**src/logic/rsa_pkg.sv**
```systemverilog
package rsa_pkg;

    // operand geometry
    localparam int key_bits      = 256;
    localparam int key_bytes     = 32;
    localparam int byte_idx_bits = 5;

    // serial port register map, byte addresses
    localparam logic [4:0] rx_addr     = 5'd0;
    localparam logic [4:0] tx_addr     = 5'd4;
    localparam logic [4:0] status_addr = 5'd8;

    // status register flags
    localparam int rx_ok_bit = 7;
    localparam int tx_ok_bit = 6;

    typedef enum logic [2:0] {
        get_n,
        get_d,
        get_data,
        calc,
        wait_calc,
        send_data
    } seq_state_e;

    typedef enum logic {
        poll,  // reading status until ready
        xfer   // moving one data byte
    } port_phase_e;

    typedef enum logic [2:0] {
        idle,
        prep,
        loop_mul,
        loop_sqr,
        finish
    } core_state_e;

endpackage

```
**src/logic/rsa_avm_port.sv**
```systemverilog
module rsa_avm_port
    import rsa_pkg::*;
(
    input  logic        avm_clk,
    input  logic        avm_rst,
    output logic [4:0]  address,
    output logic        read,
    input  logic [31:0] readdata,
    output logic        write,
    output logic [31:0] writedata,
    input  logic        waitrequest,
    input  logic        rd_req,
    input  logic        wr_req,
    input  logic [7:0]  wr_byte,
    output logic        done,
    output logic [7:0]  rd_byte
);

    port_phase_e phase;
    logic        bus_ack;
    logic        go_rd;
    logic        go_wr;

    assign bus_ack = (read | write) & ~waitrequest;  // transfer completes this edge

    // ready bits only mean something on a completed status read
    assign go_rd = rd_req & readdata[rx_ok_bit];
    assign go_wr = wr_req & readdata[tx_ok_bit];

    assign done    = (phase == xfer) & bus_ack;
    assign rd_byte = readdata[7:0];  // sampled by the sequencer on done

    always_ff @(posedge avm_clk or posedge avm_rst) begin
        if (avm_rst) begin
            phase   <= poll;
            address <= status_addr;
            read    <= 1'b1;
            write   <= 1'b0;
        end else begin
            case (phase)
                poll: begin
                    if (bus_ack) begin
                        if (go_rd) begin
                            phase   <= xfer;
                            address <= rx_addr;  // read stays high
                        end else if (go_wr) begin
                            phase   <= xfer;
                            address <= tx_addr;
                            read    <= 1'b0;
                            write   <= 1'b1;
                        end
                    end
                end
                xfer: begin
                    if (bus_ack) begin
                        // back to status polling for the next byte
                        phase   <= poll;
                        address <= status_addr;
                        read    <= 1'b1;
                        write   <= 1'b0;
                    end
                end
                default: phase <= poll;
            endcase
        end
    end

    // tx byte loaded on the way into a write xfer
    always_ff @(posedge avm_clk) begin
        if (phase == poll && bus_ack && !go_rd && go_wr) begin
            writedata <= {24'd0, wr_byte};
        end
    end

endmodule

```
**config.mk**
```make
export PLATFORM = sky130hd
export DESIGN_NAME = rsa_avm_port
export DESIGN_NICKNAME = d
export VERILOG_FILES = /design/src/logic/rsa_pkg.sv /design/src/logic/rsa_avm_port.sv
export SDC_FILE = /design/constraint.sdc
export NUM_CORES = 1
export LEC_CHECK = 0
export BUFFER_PORTS_ARGS = -buffer_cell sky130_fd_sc_hd__buf_2
export CORE_UTILIZATION = 32
export CTS_CLUSTER_SIZE = 24
export DETAILED_ROUTE_END_ITERATION = 16
export GPL_ROUTABILITY_DRIVEN = 0
export PLACE_DENSITY = 0.88
export SKIP_LAST_GASP = 1
export SLEW_MARGIN = 40
export SYNTH_ARGS = -nofsm -noshare
export SYNTH_HDL_FRONTEND = slang
export SYNTH_SLANG_ARGS = --single-unit
export TNS_END_PERCENT = 10
```
**constraint.sdc**
```tcl
create_clock -name avm_clk -period 2.5 [get_ports avm_clk]
set_input_delay 0.375 -clock avm_clk [delete_from_list [all_inputs] [get_ports avm_clk]]
set_output_delay 0.375 -clock avm_clk [all_outputs]
set_load 0.005 [all_outputs]
```
Word level (Yosys, flattened, before mapping)
Index checks and enable logic that the tools add are counted.

word-level totals
  flip-flop bits (word level) = 16
  input port bits = 45
  output and inout port bits = 48

cells by class
  equal/unequal tests = 5
  mux-type cells = 20
  bitwise gates (word level) = 7
  reduce and logical (&&, ||, !) cells = 6

operator list
  operator                                                                 number
  5-bit 2-to-1 mux                                                         4
  1-bit 2-to-1 mux                                                         12
  5-bit one-hot mux with 2 select lines                                    1
  2-bit inequality test, second input constant                             3
  1-bit one-hot mux with 2 select lines                                    3
  1-bit bitwise AND                                                        4
  4-bit AND reduction                                                      1
  1-bit logical AND                                                        3
  3-bit inequality test, second input constant                             1
  3-bit AND reduction                                                      1
  2-bit by 1-bit inequality test with 1-bit output, second input constant  1
  1-bit NOT                                                                2
  1-bit logical NOT                                                        1
  1-bit OR                                                                 1

Logic depth before layout (Yosys ltp)
Gate-level depths: netlist (run 1).

  depth after elaboration = 5
  gate-level depth with buffers = 3

Worst setup path after synthesis (run 1)
Ideal clock, no wire load.

  path kind = reg2reg
  start point = reg read
  end point = reg writedata[0], enable pin
  library setup time = 0.395 ns
  arrival = 1.563 ns
  data required time = 2.105 ns
  path slack = 0.543 ns
  cell stages (with the launch flop) = 3
  path buffers = 0
  period minus slack after synthesis = 1.957 ns
  cells stage by stage = dfstp_2 > o21bai_4 > nor4_1

on the way
  cells in the longest elaborated chain, start to end = 5

RTL lines
  element                          line                text
  from (decl)                      rsa_avm_port.sv:7   output logic read,
  from (signal assigned)           rsa_avm_port.sv:37  read <= 1'b1;
  from (signal assigned)           rsa_avm_port.sv:49  read <= 1'b0;
  from (signal assigned)           rsa_avm_port.sv:59  read <= 1'b1;
  1-bit OR                         rsa_avm_port.sv:24  assign bus_ack = (read | write) & ~waitrequest;
  1-bit bitwise AND                rsa_avm_port.sv:24
  1-bit logical AND (3 in series)  rsa_avm_port.sv:70  if (phase == poll && bus_ack && !go_rd && go_wr) begin
  to (signal assigned)             rsa_avm_port.sv:71  writedata <= {24'd0, wr_byte};
  to (decl)                        rsa_avm_port.sv:10  output logic [31:0] writedata,

Every way passes these cells.
A chain may end at the register's enable or synchronous reset.

Worst setup path in the final report (run 1)
  start point = reg read
  end point = out done

on the way
  cells in the longest elaborated chain, start to end = 3

RTL lines
  element            line                text
  1-bit OR           rsa_avm_port.sv:24
  1-bit bitwise AND  rsa_avm_port.sv:24
  1-bit bitwise AND  rsa_avm_port.sv:30  assign done = (phase == xfer) & bus_ack;
  to (decl)          rsa_avm_port.sv:15  output logic done,

Every way passes these cells.

==> impl_metrics.yaml, run 1 <==
run_status:
  status: "complete, no violations"
routing:
  ant_nets: 0
  viasPerCell: 3.821
  drt_iter0_drc: 7
  drc: 0
  wl_per_cell_um: 9.236
  vias: 470
  wl_mm: 1.136
  detailedRoute.firstPassIterationCount: 4
critical_path:
  regToRegStartpoint: "read"
  critPathMaxStageDelay_ps: 570
  slowest_stage: "dfstp_2"
  cp.buffers_inverters: 2
  arrival_ps: 1350
  reg2reg_setup_slack_ps: 1070
  critPathKind: "flop to output pin"
  r2r_cells: 3
  crit_chain: "o21bai_4 > or2_4 > inv_1 > buf_2"
  end_kind: "output pin"
  critPathLaunchType: "flop"
  path_max_fanout: 8
  worstReg2RegEnd: "writedata[4]"
  cp.required_ps: 2120
  cp_top_family: "flip-flops"
sta:
  finalSetupTns_ps: 0
  report.final.slew_viol_count: 0
  period_minus_slack_ps: 1724
  fin_ws_ps: 776.0
  fin_skew_ps: 3.186
  finalCritPeriodShare: 0.6896
  hold_ws_ps: 276.4
  setup_viol: 0
  rsz0062_at_grt: "no"
  fmax_ghz: 0.5801
  final-hold-violation-count: 0
floorplan:
  die_w_um: 50.76
  ios: 93
  std_cell_rows: 17
  die-height_um: 50.76
  initial_core_util: 0.3406
  coreArea_sq_um: 2233
  dieArea_sq_um: 2576
clocking:
  htree_levels: 1
  cts_tree: "yes"
  cts.sinks: 13
  post_cts_buffers: 0
  cts_buffer_depth: 2
  clkTransAtPathRegs_ps: 70
  clk_latency_ps: 270
  numCtsBuffers: 3
  cts-root-buf: "clkbuf_4"
grt:
  grt_max_degree: 9
  grt_pass1_wl_mm: 1.683
  gr-total-overflow: 0
  grt_usage: 0.09524
  grt_pass1_vias: 382
  antenna_found_initial: 0
place:
  hpwl_um: 974.6
  placed_area_sq_um: 783.3
  port-buffer-count: 29
  place_ws_ps: 1023
yosys:
  yosysSeqAreaShare: 0.4836
  synth_top_area_cell: "buf_4"
  async_reset_ff_frac: 0.3846
  synth_edf_count: 8
  synth_ff_type: "edfxtp_1"
  ys_top_cells_by_count: "35 x buf_4, 8 x edfxtp_1, 4 x inv_1"
  synth.most_common_cell: "buf_4"
  synth.cell_area_sq_um: 760.7
  ys_types: 19
  synth_area_per_cell_sq_um: 11.03
  ys_ff_latch: 13
  synth_warnings: 0
  yosysTopAreaCellShare: 0.3454
  syn_inst: 69
  synth.area.top_cells: "buf_4 35%, edfxtp_1 32%, dfrtp_1 9.9%"
hold_path:
  holdPathStages: 1
  min_to: "writedata[1]"
  hp-class: "input port to flop"
  hold_path.startpoint: "wr_byte[1]"
cells_and_area:
  area_growth_pct: 7.730
  seqCellArea_sq_um: 367.9
  finalNetCount: 141
  fillerInstances: 230
  stdcell_area_sq_um: 819.5
  n_antenna_cell: 0
  multi_input_area_sq_um: 212.7
  layout-drive-gt1-share: 0.4000
pwr:
  powerDensity_nw_per_um2: 744.7
  p_leak_nw: 0.4293
  ir_drop_mv: 0.2489
job:
  max-cap-violations: 0
==> power by group <==
part	leakage [nW]	internal, mW	switching (mW)
clock network	0.0150	0.0618	0.0653
logic	0.283	0.0784	0.0803
registers	0.131	0.288	0.0369
==> repair_timing <==
action                    in CTS  in global routing
gates resized for setup        0                  0
hold endpoints to repair       2                  0
hold buffers                   1                  0
==> state kept, by name, indices dropped and copies added, names as in the netlist <==
register   cells
read           1
writedata      8
write          1
address        2
phase          1
==> cells by family (layout without fill, tap and decap cells) <==
logic type             after synthesis  in the layout  share of synthesized area
buffers and inverters               39             39                     0.3651
other                                1             27                   0.004929
AO/OA/AOI/OAI                        7              7                    0.07896
flip-flops                          13             13                     0.4835
AND/OR/NAND/NOR                      9              9                    0.06745
==> metal layers <==
layer | share of wire | track usage | wire length [um] | vias to the layer above
met3 | 0.13 | 0.04545 | 142 | 5
met2 | 0.52 | 0.1600 | 586 | 35
met4 | 0.032 | 0.08333 | 36 | 0
met1 | 0.33 | 0.08380 | 371 | 216
met5 | 0 | 0 | 0 | -
li1 | - | - | - | 214
==> metrics by stage <==
step	instances	power, mW	utilization
after floorplan	95	0.4531	-
after global routing	123	0.6508	0.3669
after detailed placement	118	0.4910	0.3507
after CTS	123	0.6170	0.3669
final	123	0.6103	0.3669
after global placement	118	0.4779	0.3507
==> placed cells by master (no fill, tap or decap) <==
cell / n
and2_1: 1
o21a_1: 1
dfrtp_1: 3
a22oi_1: 1
dlygate4sd3_1: 1
a21o_1: 1
clkbuf_4: 3
inv_1: 4
nor4_1: 1
o21ai_0: 2
clkbuf_1: 1
buf_4: 1
conb_1: 27
dfstp_2: 2
edfxtp_1: 8
nor2_1: 2
nor3_1: 1
o21bai_4: 1
buf_2: 29
nand2_1: 2
nor3_2: 1
o22a_1: 1
or2_4: 1
==> final cells by class <==
class	count	area share
Timing Repair Buffer	31	0.1985
Sequential cell	13	0.4489
Multi-Input combinational cell	43	0.2595
Tap cell	28	0.04275
Inverter	4	0.01832
Clock buffer	4	0.03206
==> worst max path at each step <==
stage / end / slack (ps) / start / cells past startpoint
after floorplan: writedata[0] / 540 / read / 2
after global placement: done / 1040 / waitrequest / 5
after detailed placement: done / 1020 / waitrequest / 5
after CTS: done / 770 / read / 4
after global routing: done / 710 / read / 4
final: done / 780 / read / 4
Power figures use the tool's default switching activity.
==> inputs of run 2 (changes only) <==
Settings changed: ABC_AREA set to 1, CORE_UTILIZATION 32 to 29, PLACE_DENSITY 0.88 to 0.85.
Clock period 2.5 ns to 1.55 ns, I/O delays scaled along.
==> run 2 against run 1 <==
Against the previous run: critical path depth grew 2; synthesized cell count rose by 8.7%; sequential power grew 13%; combinational power shrank 71%; worst hold slack worse by 140 ps; first-iteration DRC count fell by 14%; sequential cell count unchanged; clock skew grew 1.2 ps; final area up 2.7%; utilization is 2.4 points lower; clock power is 60% higher; final cell count is 8.1% higher.
==> impl_metrics.yaml, run 2 <==
floorplan:
  ios: 93
  std_cell_rows: 18
  die-height_um: 52.92
  initial_core_util: 0.3063
  coreArea_sq_um: 2455
  die_w_um: 52.92
  dieArea_sq_um: 2801
yosys:
  ys_ff_latch: 13
  synth_ff_type: "edfxtp_1"
  async_reset_ff_frac: 0.3846
  synth_warnings: 0
  synth_top_area_cell: "buf_4"
  synth_edf_count: 8
  ys_top_cells_by_count: "35 x buf_4, 13 x nand2_1, 8 x edfxtp_1"
  synth_area_per_cell_sq_um: 10.03
  yosysTopAreaCellShare: 0.3494
  yosysSeqAreaShare: 0.4892
  syn_inst: 75
  ys_types: 15
  synth.cell_area_sq_um: 752.0
  synth.most_common_cell: "buf_4"
  synth.area.top_cells: "buf_4 35%, edfxtp_1 32%, dfrtp_1 10%"
job:
  max-cap-violations: 0
cells_and_area:
  largest_reg_flops: 8
  final_cells: 133
  layout-drive-gt1-share: 0.4175
  fin_util: 0.3430
  n_antenna_cell: 0
  reg_top3: "writedata x8, address x2"
  mostFrequentLayoutCell: "buf_2"
  finalNetCount: 149
  largest-register: "writedata"
  area_growth_pct: 11.98
  layout_common_cells: "29 x buf_2, 27 x conb_1, 13 x nand2_1, 8 x edfxtp_1"
hold_path:
  hp-class: "input port to flop"
  hold_path.startpoint: "wr_byte[6]"
routing:
  viasPerCell: 3.647
  ant_nets: 0
  drt_iter0_drc: 6
  wl_mm: 1.138
  detailedRoute.firstPassIterationCount: 4
  vias: 485
  drc: 0
  wl_per_cell_um: 8.556
grt:
  grt_pass1_wl_mm: 1.649
  grt_usage: 0.08675
  antenna_found_initial: 0
  met1_usage: 0.09155
  grt_pass1_vias: 367
  use_met2: 0.1456
  use_met3: 0.05747
  gr-total-overflow: 0
  grt_max_degree: 9
  top_usage_layer: "met2"
clocking:
  cts.sinks: 13
  htree_levels: 1
  numCtsBuffers: 3
  cts_tree: "yes"
  cts_buffer_depth: 2
  clk_latency_ps: 270
  clkTransAtPathRegs_ps: 80
  cts-root-buf: "clkbuf_4"
sta:
  report.final.slew_viol_count: 0
  rsz0062_at_grt: "yes"
  fmax_ghz: 0.6497
  period_minus_slack_ps: 1539
  setup_viol: 0
  final-hold-violation-count: 0
  fin_skew_ps: 4.349
  finalCritPeriodShare: 0.9929
pwr:
  switchingPower_mw: 0.1331
  powerDensity_nw_per_um2: 733.8
  p_int_mw: 0.4849
  clkPwrFrac: 0.329
  p_leak_nw: 0.4614
  p_seq_frac: 0.596
  switching_share: 0.2153
  ir_drop_mv: 0.5327
  p_comb_frac: 0.076
place:
  port-buffer-count: 29
  placed_cells: 126
  hpwl_um: 930.8
critical_path:
  path_max_fanout: 3
  slowest_stage: "dfstp_2"
  cp.buffers_inverters: 3
  crit_chain: "nor2_4 > nor2_4 > buf_6 > nand2_4 > inv_2 > buf_2"
  critPathLaunchType: "flop"
  cp_common_cell: "nor2_4"
  cp_top_family: "flip-flops"
  arrival_ps: 1310
  cp.required_ps: 1320
  critPathKind: "flop to output pin"
  end_kind: "output pin"
  critPathMaxStageDelay_ps: 570
  crit_start: "read"
  regToRegStartpoint: "read"
run_status:
  status: "complete, no violations"
[run 2: metrics by stage]
step	setup TNS (ps)	total power [mW]	hold slack [ps]	cell area (sq um)	setup slack (ps)
global route	-44.77	0.6543	112.3	842.1	-44.77
detailed placement	0	0.4197	142.8	777.0	113.4
CTS	0	0.6305	125.1	813.3	1.744
floorplan	0	0.4615	9.569	849.6	200.6
finish	0	0.6179	133.9	842.1	10.94
global placement	0	0.4180	129.4	777.0	155.0
[run 2: final timing paths]
check	end	slack [ps]	cells after the start
min reg2reg	address[2]	470	2
max	done	10	6
max reg2reg	writedata[2]	160	4
min in group asynchronous	phase	390	3
min	writedata[6]	130	1
max in group asynchronous	address[3]	920	3
[run 2: logic make-up (layout without fill, tap and decap cells)]
kind of cell,Yosys count,after routing,share of synthesized area
flip-flops,13,13,0.4892
AO/OA/AOI/OAI,2,2,0.01330
other,1,27,0.004987
AND/OR/NAND/NOR,19,19,0.1182
buffers and inverters,40,42,0.3744
[run 2: cell type report]
| cell class | count | area (sq um) |
|---|---|---|
| inverter | 5 | 18.77 |
| multi-input combinational | 48 | 210.2 |
| sequential | 13 | 367.9 |
| timing repair buffer | 33 | 181.4 |
| tap | 30 | 37.54 |
| fill | 271 | 1613 |
| clock buffer | 4 | 26.28 |
[run 2: power by group through the flow]
stage          logic (mW)  registers, mW  clock network (mW)
2_1_floorplan      0.0860          0.376                   0
3_3_place_gp       0.0425          0.375                   0
3_5_place_dp       0.0442          0.375                   0
4_1_cts            0.0462          0.368               0.216
5_1_grt            0.0565          0.368               0.230
6_report           0.0467          0.368               0.203
[run 2: timing repair]
| item | 4_1_cts | 5_1_grt |
|---|---|---|
| resized for setup | 0 | 4 |
| hold buffers | 1 | 0 |
| endpoints found under the setup margin | 0 | 1 |
| endpoints found under the hold margin | 3 | 0 |
| setup buffers | 0 | 2 |
[run 2: routing by layer]
metal | part of all wire | vias to the layer above
met5 | 0 | -
met4 | 0 | 0
met3 | 0.13 | 0
met2 | 0.51 | 38
met1 | 0.35 | 218
li1 | - | 229
==> inputs of run 3 (changes only) <==
Settings changed: REMOVE_ABC_BUFFERS set to 1.
==> run 3 against run 2 <==
Against the previous run: clock skew increased by 4.7 ps; register-to-register slack got worse by 50 ps; via count grew 2.5%; final area up 1.9%; critical path depth stayed put; sequential share of layout area decreased by 0.83 points; final cell count increased by 1.5%; setup slack improved by 21 ps; first-iteration DRC count is 33% higher; critical path type unchanged.
==> impl_metrics.yaml, run 3 (synthesized netlist as in run 2, its figures left out) <==
run_status:
  status: "complete, no violations"
routing:
  detailedRoute.firstPassIterationCount: 2
  ant_nets: 0
  wl_per_cell_um: 9.333
  vias: 497
  wl_mm: 1.260
  viasPerCell: 3.681
  drc: 0
  drt_iter0_drc: 8
critical_path:
  critPathLaunchType: "flop"
  critPathMaxStageDelay_ps: 540
  crit_start: "read"
  reg2reg_setup_slack_ps: 110
  cp_top_family: "flip-flops"
  r2r_cells: 4
  cp.required_ps: 1320
  arrival_ps: 1290
  cp_common_cell: "buf_6"
  cp.buffers_inverters: 3
  path_max_fanout: 4
  critPathKind: "flop to output pin"
  crit_chain: "nor2_2 > nor2_4 > buf_6 > nand2_4 > inv_2 > buf_6"
  worstReg2RegEnd: "writedata[7]"
  end_kind: "output pin"
  regToRegStartpoint: "read"
  slowest_stage: "dfstp_2"
sta:
  fmax_ghz: 0.6586
  hold_ws_ps: 135.5
  setup_viol: 0
  rsz0062_at_grt: "yes"
  report.final.slew_viol_count: 0
  fin_skew_ps: 9.056
  finalCritPeriodShare: 0.9796
  period_minus_slack_ps: 1518
  finalSetupTns_ps: 0
  final-hold-violation-count: 0
clocking:
  cts_buffer_depth: 2
  cts.sinks: 13
  htree_levels: 1
  cts-root-buf: "clkbuf_4"
  clkTransAtPathRegs_ps: 80
  clk_latency_ps: 270
  cts_tree: "yes"
  numCtsBuffers: 3
cells_and_area:
  final_cells: 135
  reg_top3: "writedata x8, address x2"
  largest_reg_flops: 8
  seqCellArea_sq_um: 367.9
  mostFrequentLayoutCell: "buf_2"
  layout-drive-gt1-share: 0.4190
  finalNetCount: 151
  area_growth_pct: 14.14
  multi_input_area_sq_um: 205.2
  largest-register: "writedata"
  n_antenna_cell: 0
  layout_common_cells: "28 x buf_2, 27 x conb_1, 13 x nand2_1, 8 x edfxtp_1, 4 x buf_4"
  fillerInstances: 264
place:
  placed_cells: 126
  hpwl_mm: 1.022
  port-buffer-count: 29
hold_path:
  min_to: "writedata[6]"
  hp-class: "input port to flop"
  holdPathStages: 1
  hold_path.startpoint: "wr_byte[6]"
grt:
  gr-total-overflow: 0
  grt_max_degree: 9
  grt_usage: 0.1022
  grt_pass1_vias: 411
  grt_pass1_wl_mm: 1.890
  antenna_found_initial: 0
floorplan:
  die_w_um: 52.92
  coreArea_sq_um: 2455
  initial_core_util: 0.3063
  ios: 93
  die-height_um: 52.92
  dieArea_sq_um: 2801
  std_cell_rows: 18
job:
  max-cap-violations: 0
pwr:
  ir_drop_mv: 0.5385
  p_leak_nw: 0.4731
  powerDensity_nw_per_um2: 713.1
-- run 3: cell count changes in the layout (fill, tap and decap cells not counted), sizes merged --
cell | before | now
buf | 32 | 34
-- run 3: per-layer routing --
layer	routed length, um	GRT usage	vias up	part of all wire
met3	261	0.1092	0	0.21
met5	0	0	-	0
met4	0	0.02632	0	0
li1	-	-	233	-
met1	378	0.08581	217	0.30
met2	621	0.1624	47	0.49
-- run 3: final cells by class --
| cell class | count | area share |
|---|---|---|
| clock buffers | 4 | 0.03061 |
| inverters | 5 | 0.02187 |
| multi-input cells | 48 | 0.2391 |
| flip-flops and latches | 13 | 0.4286 |
| well taps | 30 | 0.04373 |
| repair buffers | 35 | 0.2362 |
-- run 3: worst max-delay path by stage --
stage,cells after the start,slack [ps],to
2_1_floorplan,4,200,writedata[0]
3_3_place_gp,4,150,writedata[4]
3_5_place_dp,4,150,writedata[0]
4_1_cts,6,6,done
5_1_grt,6,-50,done
6_report,6,30,done
-- run 3: report_power, final --
| group | leakage (nW) | switching, mW | total, mW | internal (mW) |
|---|---|---|---|---|
| clock | 0.0150 | 0.0989 | 0.198 | 0.0995 |
| combinational | 0.329 | 0.0284 | 0.0454 | 0.0170 |
| sequential | 0.129 | 0 | 0.368 | 0.368 |
-- run 3: through the flow --
stage / area [sq um] / utilization / power, mW / worst slack, ps
after floorplan: 586.8 / - / 0.3953 / 200.6
after global placement: 777.0 / 0.3165 / 0.4177 / 147.1
after detailed placement: 777.0 / 0.3165 / 0.4185 / 148.1
after CTS: 820.8 / 0.3344 / 0.6291 / 5.909
after global routing: 858.3 / 0.3496 / 0.6544 / -51.32
final: 858.3 / 0.3496 / 0.6120 / 31.66
-- run 3: what timing repair did --
item,in CTS,in global routing
hold buffers,1,0
endpoints found under the hold margin,3,0
pin swaps,0,1
setup buffers,1,3
setup endpoints to repair,1,1
gates resized for setup,0,3
