File: src/logic/rsa_pkg.sv
package rsa_pkg;

    // operand geometry
    localparam int key_bits      = 256;
    localparam int key_bytes     = 32;
    localparam int byte_idx_bits = 5;

    // serial port register map, byte addresses
    localparam logic [4:0] rx_addr     = 5'd0;
    localparam logic [4:0] tx_addr     = 5'd4;
    localparam logic [4:0] status_addr = 5'd8;

    // status register flags
    localparam int rx_ok_bit = 7;
    localparam int tx_ok_bit = 6;

    typedef enum logic [2:0] {
        get_n,
        get_d,
        get_data,
        calc,
        wait_calc,
        send_data
    } seq_state_e;

    typedef enum logic {
        poll,  // reading status until ready
        xfer   // moving one data byte
    } port_phase_e;

    typedef enum logic [2:0] {
        idle,
        prep,
        loop_mul,
        loop_sqr,
        finish
    } core_state_e;

endpackage

File: src/logic/rsa_sequencer.sv
module rsa_sequencer
    import rsa_pkg::*;
(
    input  logic                avm_clk,
    input  logic                avm_rst,
    output logic                rd_req,
    output logic                wr_req,
    output logic [7:0]          wr_byte,
    input  logic                done,
    input  logic [7:0]          rd_byte,
    output logic                core_start,
    output logic [key_bits-1:0] core_base,
    output logic [key_bits-1:0] core_exp,
    output logic [key_bits-1:0] core_mod,
    input  logic                core_finished,
    input  logic [key_bits-1:0] core_result
);

    seq_state_e               state;
    logic [byte_idx_bits-1:0] byte_cnt;  // wraps to 0 after byte 31
    logic                     last_byte;

    logic [key_bits-1:0] n_r;   // modulus
    logic [key_bits-1:0] d_r;   // private exponent
    logic [key_bits-1:0] ct_r;  // current ciphertext block
    logic [key_bits-1:0] pt_r;  // plaintext waiting to go out

    assign last_byte = (byte_cnt == byte_idx_bits'(key_bytes - 1));

    assign rd_req  = (state == get_n) || (state == get_d) || (state == get_data);
    assign wr_req  = (state == send_data);
    assign wr_byte = pt_r[8*byte_cnt +: 8];  // lsb first

    assign core_start = (state == calc);  // calc lasts exactly one cycle
    assign core_base  = ct_r;
    assign core_exp   = d_r;
    assign core_mod   = n_r;

    always_ff @(posedge avm_clk or posedge avm_rst) begin
        if (avm_rst) begin
            state    <= get_n;
            byte_cnt <= '0;
        end else begin
            // done only comes back while a request is up
            if (done) begin
                byte_cnt <= byte_cnt + 1'b1;
            end
            case (state)
                get_n: begin
                    if (done && last_byte) begin
                        state <= get_d;
                    end
                end
                get_d: begin
                    if (done && last_byte) begin
                        state <= get_data;
                    end
                end
                get_data: begin
                    if (done && last_byte) begin
                        state <= calc;
                    end
                end
                calc: state <= wait_calc;
                wait_calc: begin
                    if (core_finished) begin
                        state <= send_data;
                    end
                end
                send_data: begin
                    if (done && last_byte) begin
                        state <= get_data;  // key stays loaded
                    end
                end
                default: state <= get_n;
            endcase
        end
    end

    // byte k lands in bits 8k and up
    always_ff @(posedge avm_clk) begin
        if (done) begin
            case (state)
                get_n:    n_r[8*byte_cnt +: 8]  <= rd_byte;
                get_d:    d_r[8*byte_cnt +: 8]  <= rd_byte;
                get_data: ct_r[8*byte_cnt +: 8] <= rd_byte;
                default: ;
            endcase
        end
        if (state == wait_calc && core_finished) begin
            pt_r <= core_result;
        end
    end

endmodule

File: config.mk
export PLATFORM = sky130hd
export DESIGN_NAME = rsa_sequencer
export DESIGN_NICKNAME = d
export VERILOG_FILES = /design/src/logic/rsa_pkg.sv /design/src/logic/rsa_sequencer.sv
export SDC_FILE = /design/constraint.sdc
export NUM_CORES = 1
export LEC_CHECK = 0
export CORE_AREA = 3 3 404 406
export DETAILED_ROUTE_END_ITERATION = 10
export DIE_AREA = 0 0 407 409
export DONT_BUFFER_PORTS = 1
export GPL_ROUTABILITY_DRIVEN = 0
export PLACE_DENSITY_LB_ADDON = 0.05
export SYNTH_ARGS = -nofsm -noshare
export SYNTH_HDL_FRONTEND = slang
export SYNTH_SLANG_ARGS = --single-unit
File: constraint.sdc
create_clock -name avm_clk -period 39.5 [get_ports avm_clk]
set_input_delay 3.95 -clock avm_clk [delete_from_list [all_inputs] [get_ports avm_clk]]
set_output_delay 3.95 -clock avm_clk [all_outputs]
set_load 0.05 [all_outputs]
### Word level (Yosys, flattened, before mapping)

Index checks and enable logic that the tools add are counted.

* bits in registers: 1032
* input bits: 268
* output and inout bits: 779
* word-level logic and storage cells: 39

* add/subtract/negate cells: 2
* eq/ne operators: 10
* shifts and indexed selects: 3
* mux-type cells: 8
* reductions and logical operators: 10

Operator list (count)
* bitwise mux 256 bit: 3
* variable shift 8 x 34 -> 256 bit (first input constant): 1
* indexed part select 256 x 9 -> 8 bit: 1
* indexed part select 8 x 34 -> 256 bit: 1
* negation 8 -> 34 bit: 1
* case mux 3 bit (5 select lines): 1
* two-way mux 3 bit: 4
* == test 3 x 2 -> 1 bit (second input constant): 2
* == test 3 bit (second input constant): 2
* inequality test 2 x 1 -> 1 bit (second input constant): 3
* AND reduction 2 bit: 3
* adder 5 x 1 -> 5 bit (second input constant): 1
* == test 5 bit (second input constant): 1
* AND reduction 4 bit: 1
* == test 3 x 1 -> 1 bit (second input constant): 1
* logical NOT 3 bit: 1
* logical AND 1 bit: 2
* logical OR 1 bit: 2
* inequality test 2 bit (second input constant): 1
* OR reduction 2 bit: 1

### Longest topological paths before layout

Gate-level depths: netlist (run 1).

* depth in word-level cells: 4
* gate-level depth with buffers: 13
* gate-level depth less buffers: 8

### Least setup slack after synthesis (run 1)

OpenSTA, ideal clock, no wires.

* path kind: input -> register
* start: input core_finished
* end: register pt_r[0], enable pin
* setup time: 1.188 ns
* arrival time: 21.244 ns
* required time: 38.312 ns
* setup slack: 17.068 ns
* stages: 2
* buffers on the path: 0
* cell sequence: nand2_1 nor3_1

* cells in the longest elaborated chain, start to end: 1

Ends and longest elaborated chain
* start, declared: RTL line rsa_sequencer.sv:15 `input logic core_finished,`
* logical AND 1 bit: RTL line rsa_sequencer.sv:90 `if (state == wait_calc && core_finished) begin`
* end signal, assigned: RTL line rsa_sequencer.sv:91 `pt_r <= core_result;`
* end, declared: RTL line rsa_sequencer.sv:26 `logic [key_bits-1:0] pt_r;`

No other way between the ends.
A chain may end at the register's enable or synchronous reset.

### Worst setup path after layout (run 1)

* start: register byte_cnt[0]
* end: output wr_byte[2]

* cells in the longest elaborated chain, start to end: 1

Ends and longest elaborated chain
* start, declared: RTL line rsa_sequencer.sv:20 `logic [byte_idx_bits-1:0] byte_cnt;`
* start signal, assigned: RTL line rsa_sequencer.sv:46 `byte_cnt <= byte_cnt + 1'b1;`
* indexed part select 256 x 9 -> 8 bit: RTL line rsa_sequencer.sv:32 `assign wr_byte = pt_r[8*byte_cnt +: 8];`
* end, declared: RTL line rsa_sequencer.sv:8 `output logic [7:0] wr_byte,`

No other way between the ends.

==> summary.md, run 1 <==
| Metric | Value |
|---|---|
| Crit path from | byte_cnt[0]$_DFFE_PP0P_ |
| Pleak | 13.2 nW |
| DRC viols | 0 |
| PnR Total Power | 2.98 mW |
| R2R Path End | pt_r[50]$_DFFE_PP_ |
| Worst Path Required | around 36 ns |
| Status | finished clean |
| Least-Margin Pin Slew | about 1.1 ns |
| First-pass GRT wire length | between 150 and 200 mm |
| Post-synth EDFFs | slightly above 1000 |
| WL/cell | approximately 37 microns |
| Setup TNS | 0 ns |
| Setup bufs post-CTS | 0 |
| Root Buffer | clkbuf_16 |
| Site Rows | between 100 and 150 |
| Final Hold Fails | 0 |
| IO Count | 1047 |
| Initial Utilization | 0.222 |
| Largest net degree at the start of global routing | 85 |
| Share of cells above drive strength 1 | 0.174 |
| Routed wire length | 149 mm |
| DR pass1 iterations | 5 |
| Top post-synthesis cells by area | edfxtp_1 86%, mux4_2 4.8%, nor3_1 2.9% |
| Via Count | roughly 17000 |
| R2r setup slk | 34.86 ns |
| Max Clk Rate | 0.124 GHz |
| Initial antenna violation count | 93 |
| Total net switching power | 946 uW |
| Drt initial violations | about 1200 |
| Count of final max-slew check failures | 0 |
| Pint | just over 2 mW |
| Pwr dens | 70.7 nW/um^2 |
| Clock Sink Count | 1032 |
| Post-synth top cells | 1024 x edfxtp_1, 203 x nor3_1, 155 x nor2_1, 76 x mux4_2, 69 x clkbuf_1 |
| Max-slew headroom | 0.275 |
| Syn Nets | ~2000 |
| Crit. End Element | output port |
| Post-Syn Area | roughly 36000 sq um |
| Cells after DPL | 3800 |
| Logic pwr share | 0.183 |
| Cts repair resizes | 0 |
| Tmin final | roughly 8.1 ns |
| Crit Path Max Fanout | 34 |
| Seq pwr share | 0.454 |
| Final non-filler cell total | roughly 4000 |
| Seq. cell area | between 30000 and 40000 sq um |
| Nets | roughly 2000 |
| Primary FF master, synth | edfxtp_1 |
| P&R area growth vs syn | 18.4% |
| Hold-fix buffers, CTS | 0 |
| Distinct cells, synth | 39 |
| Filler cells | 16000 |
| CTS tree | yes |
| Synth warn | 0 |
| Core area | ~160000 sq um |
| Yosys top cell area share | 0.864 |
| Reg-to-Reg Start | state[2]$_DFFE_PP0P_ |
| Synth area leader | edfxtp_1 |
| GRT Util Overall | 0.175 |
| Post-DP HPWL | approximately 110 mm |
| Hold path depth | 1 |
| Die Area | 166000 sq um |
| Worst min path class | reg2reg |
| Worst slack, placed | between 30 and 40 ns |
| Drt via density | about 4.2 |
| Vias in the first global route | 17700 |
| Sw Share | 0.317 |
| Hold Startpoint | byte_cnt[0]$_DFFE_PP0P_ |
| I/O Buffers | 0 |
| Die width | about 410 microns |
| Synth Instances | between 1500 and 2000 |
| CP Class | reg2out |
| Top-count cell post-synth | edfxtp_1 |
| Clk buf depth | 3 |
| Critical Path AT | just over 4 ns |
| Hold slack | 0.670 ns |
| Synth async-reset ratio | 0.00775 |
| Setup crit start kind | register |
| Setup violators final | 0 |
| Clock power share | 0.363 |
| Clk pin slew, worst setup/hold paths | about 0.060 ns |
| Hold Path Sink | byte_cnt[0]$_DFFE_PP0P_ |
| Worst R2R Path Depth | 6 |
| Crit share post-route | 0.205 |
| Avg Cell Area, Syn | approximately 21 sq um |
| Detail Route Antenna Nets | 0 |
| Chip height | just over 400 microns |
| Worst-Skew Late Latency | around 0.74 ns |
| CTS HTree Levels | 3 |
| Synthesis-stage register bit count | 1032 |
| Post-Route Skew | between 0.03 and 0.04 ns |
| Area occupied by multi-input gates | between 4000 and 5000 sq um |
| GR Overflow Total | 0 |
| Unrepaired setup endpoints after global routing | false |
| Total clock buffers created by CTS | about 120 |
| Seq/Total Area, Yosys | 0.869 |
| Max Cap Violations | 0 |
| Slack of the critical path | ~31 ns |
| VDD IR max | 0.0000349 V |
## per-layer routing
metal	track usage	vias up	part of all wire
met5	0	-	0.0023
met2	0.323	906	0.53
met4	0.0476	54	0.030
li1	-	6920	-
met1	0.178	8903	0.34
met3	0.0764	289	0.097
## worst max-delay path by stage
| stage | end | slack, ns | cells past startpoint |
|---|---|---|---|
| after floorplan | pt_r[0]$_DFFE_PP_ | 17.07 | 2 |
| after global placement | pt_r[34]$_DFFE_PP_ | 31.55 | 6 |
| after detailed placement | pt_r[42]$_DFFE_PP_ | 31.46 | 6 |
| after CTS | wr_byte[2] | 31.18 | 5 |
| after global routing | wr_byte[7] | 31.00 | 7 |
| final | wr_byte[2] | 31.41 | 5 |
## power groups by stage
stage | registers (mW) | clock network, mW | logic (mW)
floorplan | 1.35 | 0 | 0.361
global placement | 1.38 | 0 | 0.564
detailed placement | 1.38 | 0 | 0.567
CTS | 1.36 | 1.12 | 0.568
global route | 1.36 | 1.16 | 0.594
finish | 1.35 | 1.08 | 0.547
## cell type report
type	count	area share
antenna	28	0.00166
clock buffer	157	0.0752
clock inverter	58	0.0148
inverter	5	0.000445
multi-input combinational	566	0.103
sequential	1032	0.734
tap	2160	0.0641
timing repair buffer	37	0.00659
## kinds of logic (layout without fill, tap and decap cells)
family                     count (synthesis)  in the layout  share of synthesized area
other                                      0             28                          0
and+or+nand+nor                          452            452                     0.0595
DFF                                     1032           1032                      0.869
xor gates and xnor gates                   5              5                    0.00123
AOI/OAI and AO/OA                         13             13                    0.00274
adders and majority gates                  7              7                    0.00246
buffers and inverters                    108            257                     0.0128
muxes                                     89             89                     0.0520
## sequential cells by signal, summed over array words and instances (netlist names)
register / flops
byte_cnt: 5
state: 3
pt_r: 256
core_mod: 256
core_exp: 256
core_base: 256
## cell usage in the layout, fill, tap and decap left out, types with 5 or more instances in the layout
master / synthesis / routed
nand2_1: 26 / 14
nor3_2: 0 / 5
nand2b_1: 8 / 8
clkinv_1: 0 / 18
clkbuf_16: 0 / 120
inv_1: 5 / 5
and2_1: 8 / 8
nand3_1: 34 / 31
mux2_2: 8 / 8
nand2_2: 0 / 10
nor2_1: 155 / 145
nor3_1: 203 / 198
diode_2: 0 / 28
ha_1: 7 / 7
bufinv_16: 0 / 12
mux4_2: 76 / 76
buf_4: 1 / 37
edfxtp_1: 1024 / 1024
clkbuf_1: 69 / 34
nor2_2: 0 / 10
clkinv_2: 0 / 18
mux2i_1: 5 / 5
## critical path, cell delays in order (launching register included)
cell     delay, ns
dfrtp_4       0.55
buf_4         0.63
buf_4         0.70
mux4_2        0.61
mux4_2        0.47
mux2_2        0.41
## per-stage QoR
step	util	cell area, sq um
floorplan	-	35600
global placement	0.239	38300
detailed placement	0.239	38300
CTS	0.263	42100
global route	0.263	42100
finish	0.263	42200
Note: power is estimated with default switching activity, not from simulation.
==> run 2, diff against run 1 <==
==> constraint.sdc (replaced) <==
create_clock -name avm_clk -period 8.15 [get_ports avm_clk]
set_input_delay 0.815 -clock avm_clk [delete_from_list [all_inputs] [get_ports avm_clk]]
set_output_delay 0.815 -clock avm_clk [all_outputs]
set_load 0.05 [all_outputs]
==> summary.md, run 2 (synthesized netlist as in run 1, its figures left out) <==
| Metric | Value |
|---|---|
| Status | finished clean |
| Initial Utilization | 0.222 |
| Reg-to-Reg Start | byte_cnt[0]$_DFFE_PP0P_ |
| GR Overflow Total | 0 |
| P&R area growth vs syn | 18.9% |
| Detail Route Antenna Nets | 0 |
| Setup crit start kind | register |
| Final non-filler cell total | slightly above 4000 |
| Drt initial violations | approximately 1300 |
| Pwr dens | approximately 350 nW/um^2 |
| WL/cell | ~37 microns |
| Most frequent cells in the layout | 1024 x edfxtp_1, 198 x nor3_1, 151 x nor2_1 |
| I/O Buffers | 0 |
| GRT Util Overall | 0.175 |
| Worst-Skew Late Latency | around 0.76 ns |
| Cells after DPL | 3799 |
| Crit. End Element | output port |
| Clock Sink Count | slightly above 1000 |
| Tmin final | 5.02 ns |
| DR pass1 iterations | 5 |
| CP Class | reg2out |
| Unrepaired setup endpoints after global routing | false |
| Max Clk Rate | between 0.15 and 0.2 GHz |
| Chip height | 409 microns |
| Hold Startpoint | core_result[18] |
| Max Cap Violations | 0 |
| Setup violators final | 0 |
| Commonest non-fill, non-tap cell in the layout | edfxtp_1 |
| Core area | 160000 sq um |
| Hold Path Sink | pt_r[18]$_DFFE_PP_ |
| Count of final max-slew check failures | 0 |
| CTS HTree Levels | 3 |
| Worst min path class | in2reg |
| Site Rows | about 150 |
| R2r setup slk | 3.55 ns |
| Clk buf depth | 3 |
| Clk pin slew, worst setup/hold paths | 0.06 ns |
| Pleak | 13.3 nW |
| Share of cells above drive strength 1 | 0.174 |
| Crit Path Max Fanout | 46 |
| Nets | 2033 |
| Post-DP HPWL | 112 mm |
| DRC viols | 0 |
| Worst Path Required | around 7.3 ns |
| Least-Margin Pin Slew | 1.20 ns |
| Largest net degree at the start of global routing | approximately 190 |
| Die Area | between 150000 and 200000 sq um |
| Hold slack | around 0.16 ns |
| IO Count | ~1000 |
| Routed wire length | 150 mm |
| Drt via density | between 4 and 5 |
| Final Hold Fails | 0 |
| Initial antenna violation count | a little over 90 |
| Vias in the first global route | between 15000 and 20000 |
| R2R Path End | core_mod[137]$_DFFE_PP_ |
| First-pass GRT wire length | 192 mm |
| Via Count | ~17000 |
| Die width | 407 microns |
| Total clock buffers created by CTS | 116 |
| Crit share post-route | 0.616 |
| Critical Path AT | roughly 4.2 ns |
| VDD IR max | about 0.00019 V |
| Worst R2R Path Depth | 8 |
| Post-Route Skew | around 0.057 ns |
| CTS tree | yes |
| PnR Total Power | between 10 and 15 mW |
| Max-slew headroom | 0.199 |
| Hold path depth | 0 |
| Setup TNS | 0 ns |
| Root Buffer | clkbuf_16 |
## run 2: changes by cell type in the layout (fill, tap and decap cells not counted), moves of 3 or more
cell / previous run / this run
bufinv_16: 12 / 17
clkbuf_1: 34 / 24
clkbuf_16: 120 / 116
clkbuf_8: 3 / 0
clkinv_16: 1 / 5
clkinvlp_4: 3 / 9
nor2_1: 145 / 151
nor2_2: 10 / 4
## run 2: worst max-delay path, cell delays in order (launching register included)
cell	delay, ns
dfrtp_4	1.00
buf_4	0.76
mux4_2	0.61
mux4_2	0.55
mux2_2	0.44
## run 2: area by class of cell
type / instances / area, sq um
Sequential cell: 1032 / 31000
Fill cell: 16000 / 118000
Multi-Input combinational cell: 566 / 4330
Antenna cell: 30 / 75.1
Clock inverter: 75 / 971
Tap cell: 2160 / 2700
Inverter: 5 / 18.8
Clock buffer: 140 / 2990
Timing Repair Buffer: 37 / 293
## run 2: worst max-delay path by stage
| stage | endpoint | startpoint | cells past startpoint | slack (ns) |
|---|---|---|---|---|
| global route | wr_byte[5] | byte_cnt[0]$_DFFE_PP0P_ | 4 | 2.80 |
| detailed placement | core_mod[142]$_DFFE_PP_ | byte_cnt[4]$_DFFE_PP0P_ | 6 | 3.32 |
| CTS | wr_byte[5] | byte_cnt[0]$_DFFE_PP0P_ | 4 | 2.84 |
| floorplan | pt_r[0]$_DFFE_PP_ | core_finished | 2 | 0.74 |
| global placement | core_mod[142]$_DFFE_PP_ | byte_cnt[4]$_DFFE_PP0P_ | 6 | 3.40 |
| finish | wr_byte[4] | byte_cnt[0]$_DFFE_PP0P_ | 4 | 3.13 |
## run 2: power by group
group	internal [mW]	switching [mW]	total (mW)
Sequential	6.10	0.498	6.60
Clock	3.17	2.22	5.40
Combinational	0.674	1.96	2.63
## run 2: timing repair
action                                 in CTS  in global routing
endpoints found under the hold margin       8                  0
hold buffers                                1                  0
gates resized for setup                     0                  0
buffers inserted                            0                  0
## run 2: per-layer routing
layer,global-route usage,vias to the layer above,wire length [microns],share of wire
li1,-,6905,-,-
met1,0.180,8982,51200,0.34
met2,0.325,913,80200,0.53
met3,0.0736,275,14100,0.094
met4,0.0422,66,4020,0.027
met5,0,-,437,0.0029
## run 2: through the flow
step                      setup WS [ns]   util  cell area, sq um
after floorplan                   0.737      -             35600
after global placement             3.40  0.239             38300
after detailed placement           3.32  0.239             38300
after CTS                          2.84  0.264             42300
after global routing               2.80  0.264             42300
final                              3.13  0.264             42300
==> run 3, diff against run 2 <==
==> constraint.sdc (replaced) <==
create_clock -name avm_clk -period 4.8 [get_ports avm_clk]
set_input_delay 0.48 -clock avm_clk [delete_from_list [all_inputs] [get_ports avm_clk]]
set_output_delay 0.48 -clock avm_clk [all_outputs]
set_load 0.05 [all_outputs]
==> summary.md, run 3 (synthesized netlist as in run 1, its figures left out) <==
| Metric | Value |
|---|---|
| Count of final max-slew check failures | 0 |
| Initial Utilization | 0.222 |
| CTS HTree Levels | 3 |
| Worst path cell trace | buf_4, buf_4, mux4_2, mux4_2, mux2_2 |
| Commonest non-fill, non-tap cell in the layout | edfxtp_1 |
| Nets | roughly 2300 |
| Most frequent cells in the layout | 1024 x edfxtp_1, 266 x dlygate4sd3_1, 198 x nor3_1 |
| Pleak | roughly 14 nW |
| GRT Util Overall | 0.175 |
| DRC viols | 0 |
| Cts repair resizes | 0 |
| Die Area | 166000 sq um |
| Drt initial violations | around 1100 |
| Site Rows | 147 |
| Drt via density | just over 4 |
| Levels on crit path | 5 |
| CP Class | reg2out |
| GR Overflow Total | 0 |
| Crit share post-route | 0.870 |
| P&R area growth vs syn | 26.4% |
| IO Count | about 1000 |
| First-pass GRT wire length | 193 mm |
| Via Count | roughly 18000 |
| Clk pin slew, worst setup/hold paths | approximately 0.06 ns |
| Post-Route Skew | between 0.05 and 0.06 ns |
| Worst-Skew Late Latency | 0.77 ns |
| Share of cells above drive strength 1 | 0.162 |
| VDD IR max | about 0.00033 V |
| Die width | between 400 and 500 microns |
| Largest net degree at the start of global routing | approximately 120 |
| Hold path depth | 3 |
| Max Cap Violations | 0 |
| Vias in the first global route | approximately 19000 |
| Crit Path Max Fanout | between 50 and 60 |
| Max Clk Rate | roughly 0.24 GHz |
| Clock Sink Count | approximately 1000 |
| Crit. End Element | output port |
| Routed wire length | 150 mm |
| Total clock buffers created by CTS | around 120 |
| Design Area, Final | 45000 sq um |
| Core area | ~160000 sq um |
| Initial antenna violation count | 29 |
| Max-slew headroom | 0.0879 |
| Setup violators final | 0 |
| Unrepaired setup endpoints after global routing | false |
| WL/cell | about 35 microns |
| Final Hold Fails | 0 |
| Setup crit start kind | register |
| CTS tree | yes |
| Clk buf depth | 3 |
| Worst min path class | in2reg |
| I/O Buffers | 0 |
| Pwr dens | approximately 550 nW/um^2 |
| Worst R2R Path Depth | 4 |
| Worst Path Required | ~4.3 ns |
| DR pass1 iterations | 5 |
| Worst-path cell with the longest stage delay | buf_4 |
| Tmin final | between 4 and 5 ns |
| PnR Total Power | about 25 mW |
| Least-Margin Pin Slew | about 1.4 ns |
| Chip height | 409 microns |
| Critical Path AT | about 3.7 ns |
| Critical path buffer and inverter count | 2 |
| Post-DP HPWL | between 100 and 150 mm |
| Root Buffer | clkbuf_16 |
| Detail Route Antenna Nets | 0 |
| Cell area after placement | slightly below 40000 sq um |
| Critical path's largest stage delay | about 0.76 ns |
| Status | finished clean |
| Crit-path leading delay family | multiplexers |
==> run 3: cell types whose count changed in the layout (fill, tap and decap cells not counted), sizes merged <==
cell         previous run  this run
diode                  30        20
buf                    36        61
clkinv                 44        53
clkinvlp                9         7
bufinv                 17         9
clkbuf                140       146
dlygate4sd3             1       266
==> run 3: final timing paths <==
kind                       slack [ns]                        to               startpoint
setup reg to reg                 0.87  core_base[119]$_DFFE_PP_     state[2]$_DFFE_PP0P_
max in group asynchronous        4.22   byte_cnt[1]$_DFFE_PP0P_                  avm_rst
hold / removal                   0.09      state[0]$_DFFE_PP0P_                     done
min in group asynchronous        0.23      state[1]$_DFFE_PP0P_                  avm_rst
setup / recovery                 0.63                wr_byte[5]  byte_cnt[1]$_DFFE_PP0P_
hold reg to reg                  0.67   byte_cnt[0]$_DFFE_PP0P_  byte_cnt[0]$_DFFE_PP0P_
==> run 3: through the flow <==
stage               TNS [ns]   util  cells  hold WS, ns  worst slack (ns)
floorplan            -580.59      -   1706        0.296             -2.26
global placement           0  0.241   3824        0.413             0.778
detailed placement         0  0.241   3824        0.408             0.680
CTS                        0  0.281   4310      0.00163             0.393
global route               0  0.281   4325       0.0551             0.411
finish                     0  0.281   4330       0.0902             0.625
==> run 3: final cells by class <==
| class | count | area [sq um] |
|---|---|---|
| Tap cell | 2160 | 2700 |
| Timing Repair Buffer | 327 | 3180 |
| Inverter | 5 | 18.8 |
| Clock buffer | 146 | 3080 |
| Clock inverter | 74 | 689 |
| Multi-Input combinational cell | 566 | 4330 |
| Antenna cell | 20 | 50.0 |
| Fill cell | 15900 | 115000 |
| Sequential cell | 1032 | 31000 |
==> run 3: layer usage <==
layer,GRT usage,vias up,routed length [microns]
met5,0,-,34
met4,0.0410,6,3320
met3,0.0652,191,12700
met2,0.324,843,80100
met1,0.186,9421,53400
li1,-,7479,-
==> run 3: worst reg2reg max path, cell delays in order, from the launching register on <==
cell      delay (ns)
dfrtp_1         0.54
nand2b_1        0.26
nor2_1          1.05
nand3_1         0.76
nor2_1          0.98
==> run 3: report_power, final <==
group          internal, mW  leakage [nW]  switching [mW]
sequential             10.4          10.0           0.684
combinational          1.41          2.60            3.53
clock                  5.04          1.83            3.77
total                  16.8          14.4            7.98
==> run 3: what timing repair did <==
item | in CTS | in global routing
endpoints found under the hold margin | 295 | 0
buffers inserted | 0 | 0
hold buffers | 266 | 0
setup endpoints to repair | 0 | 0
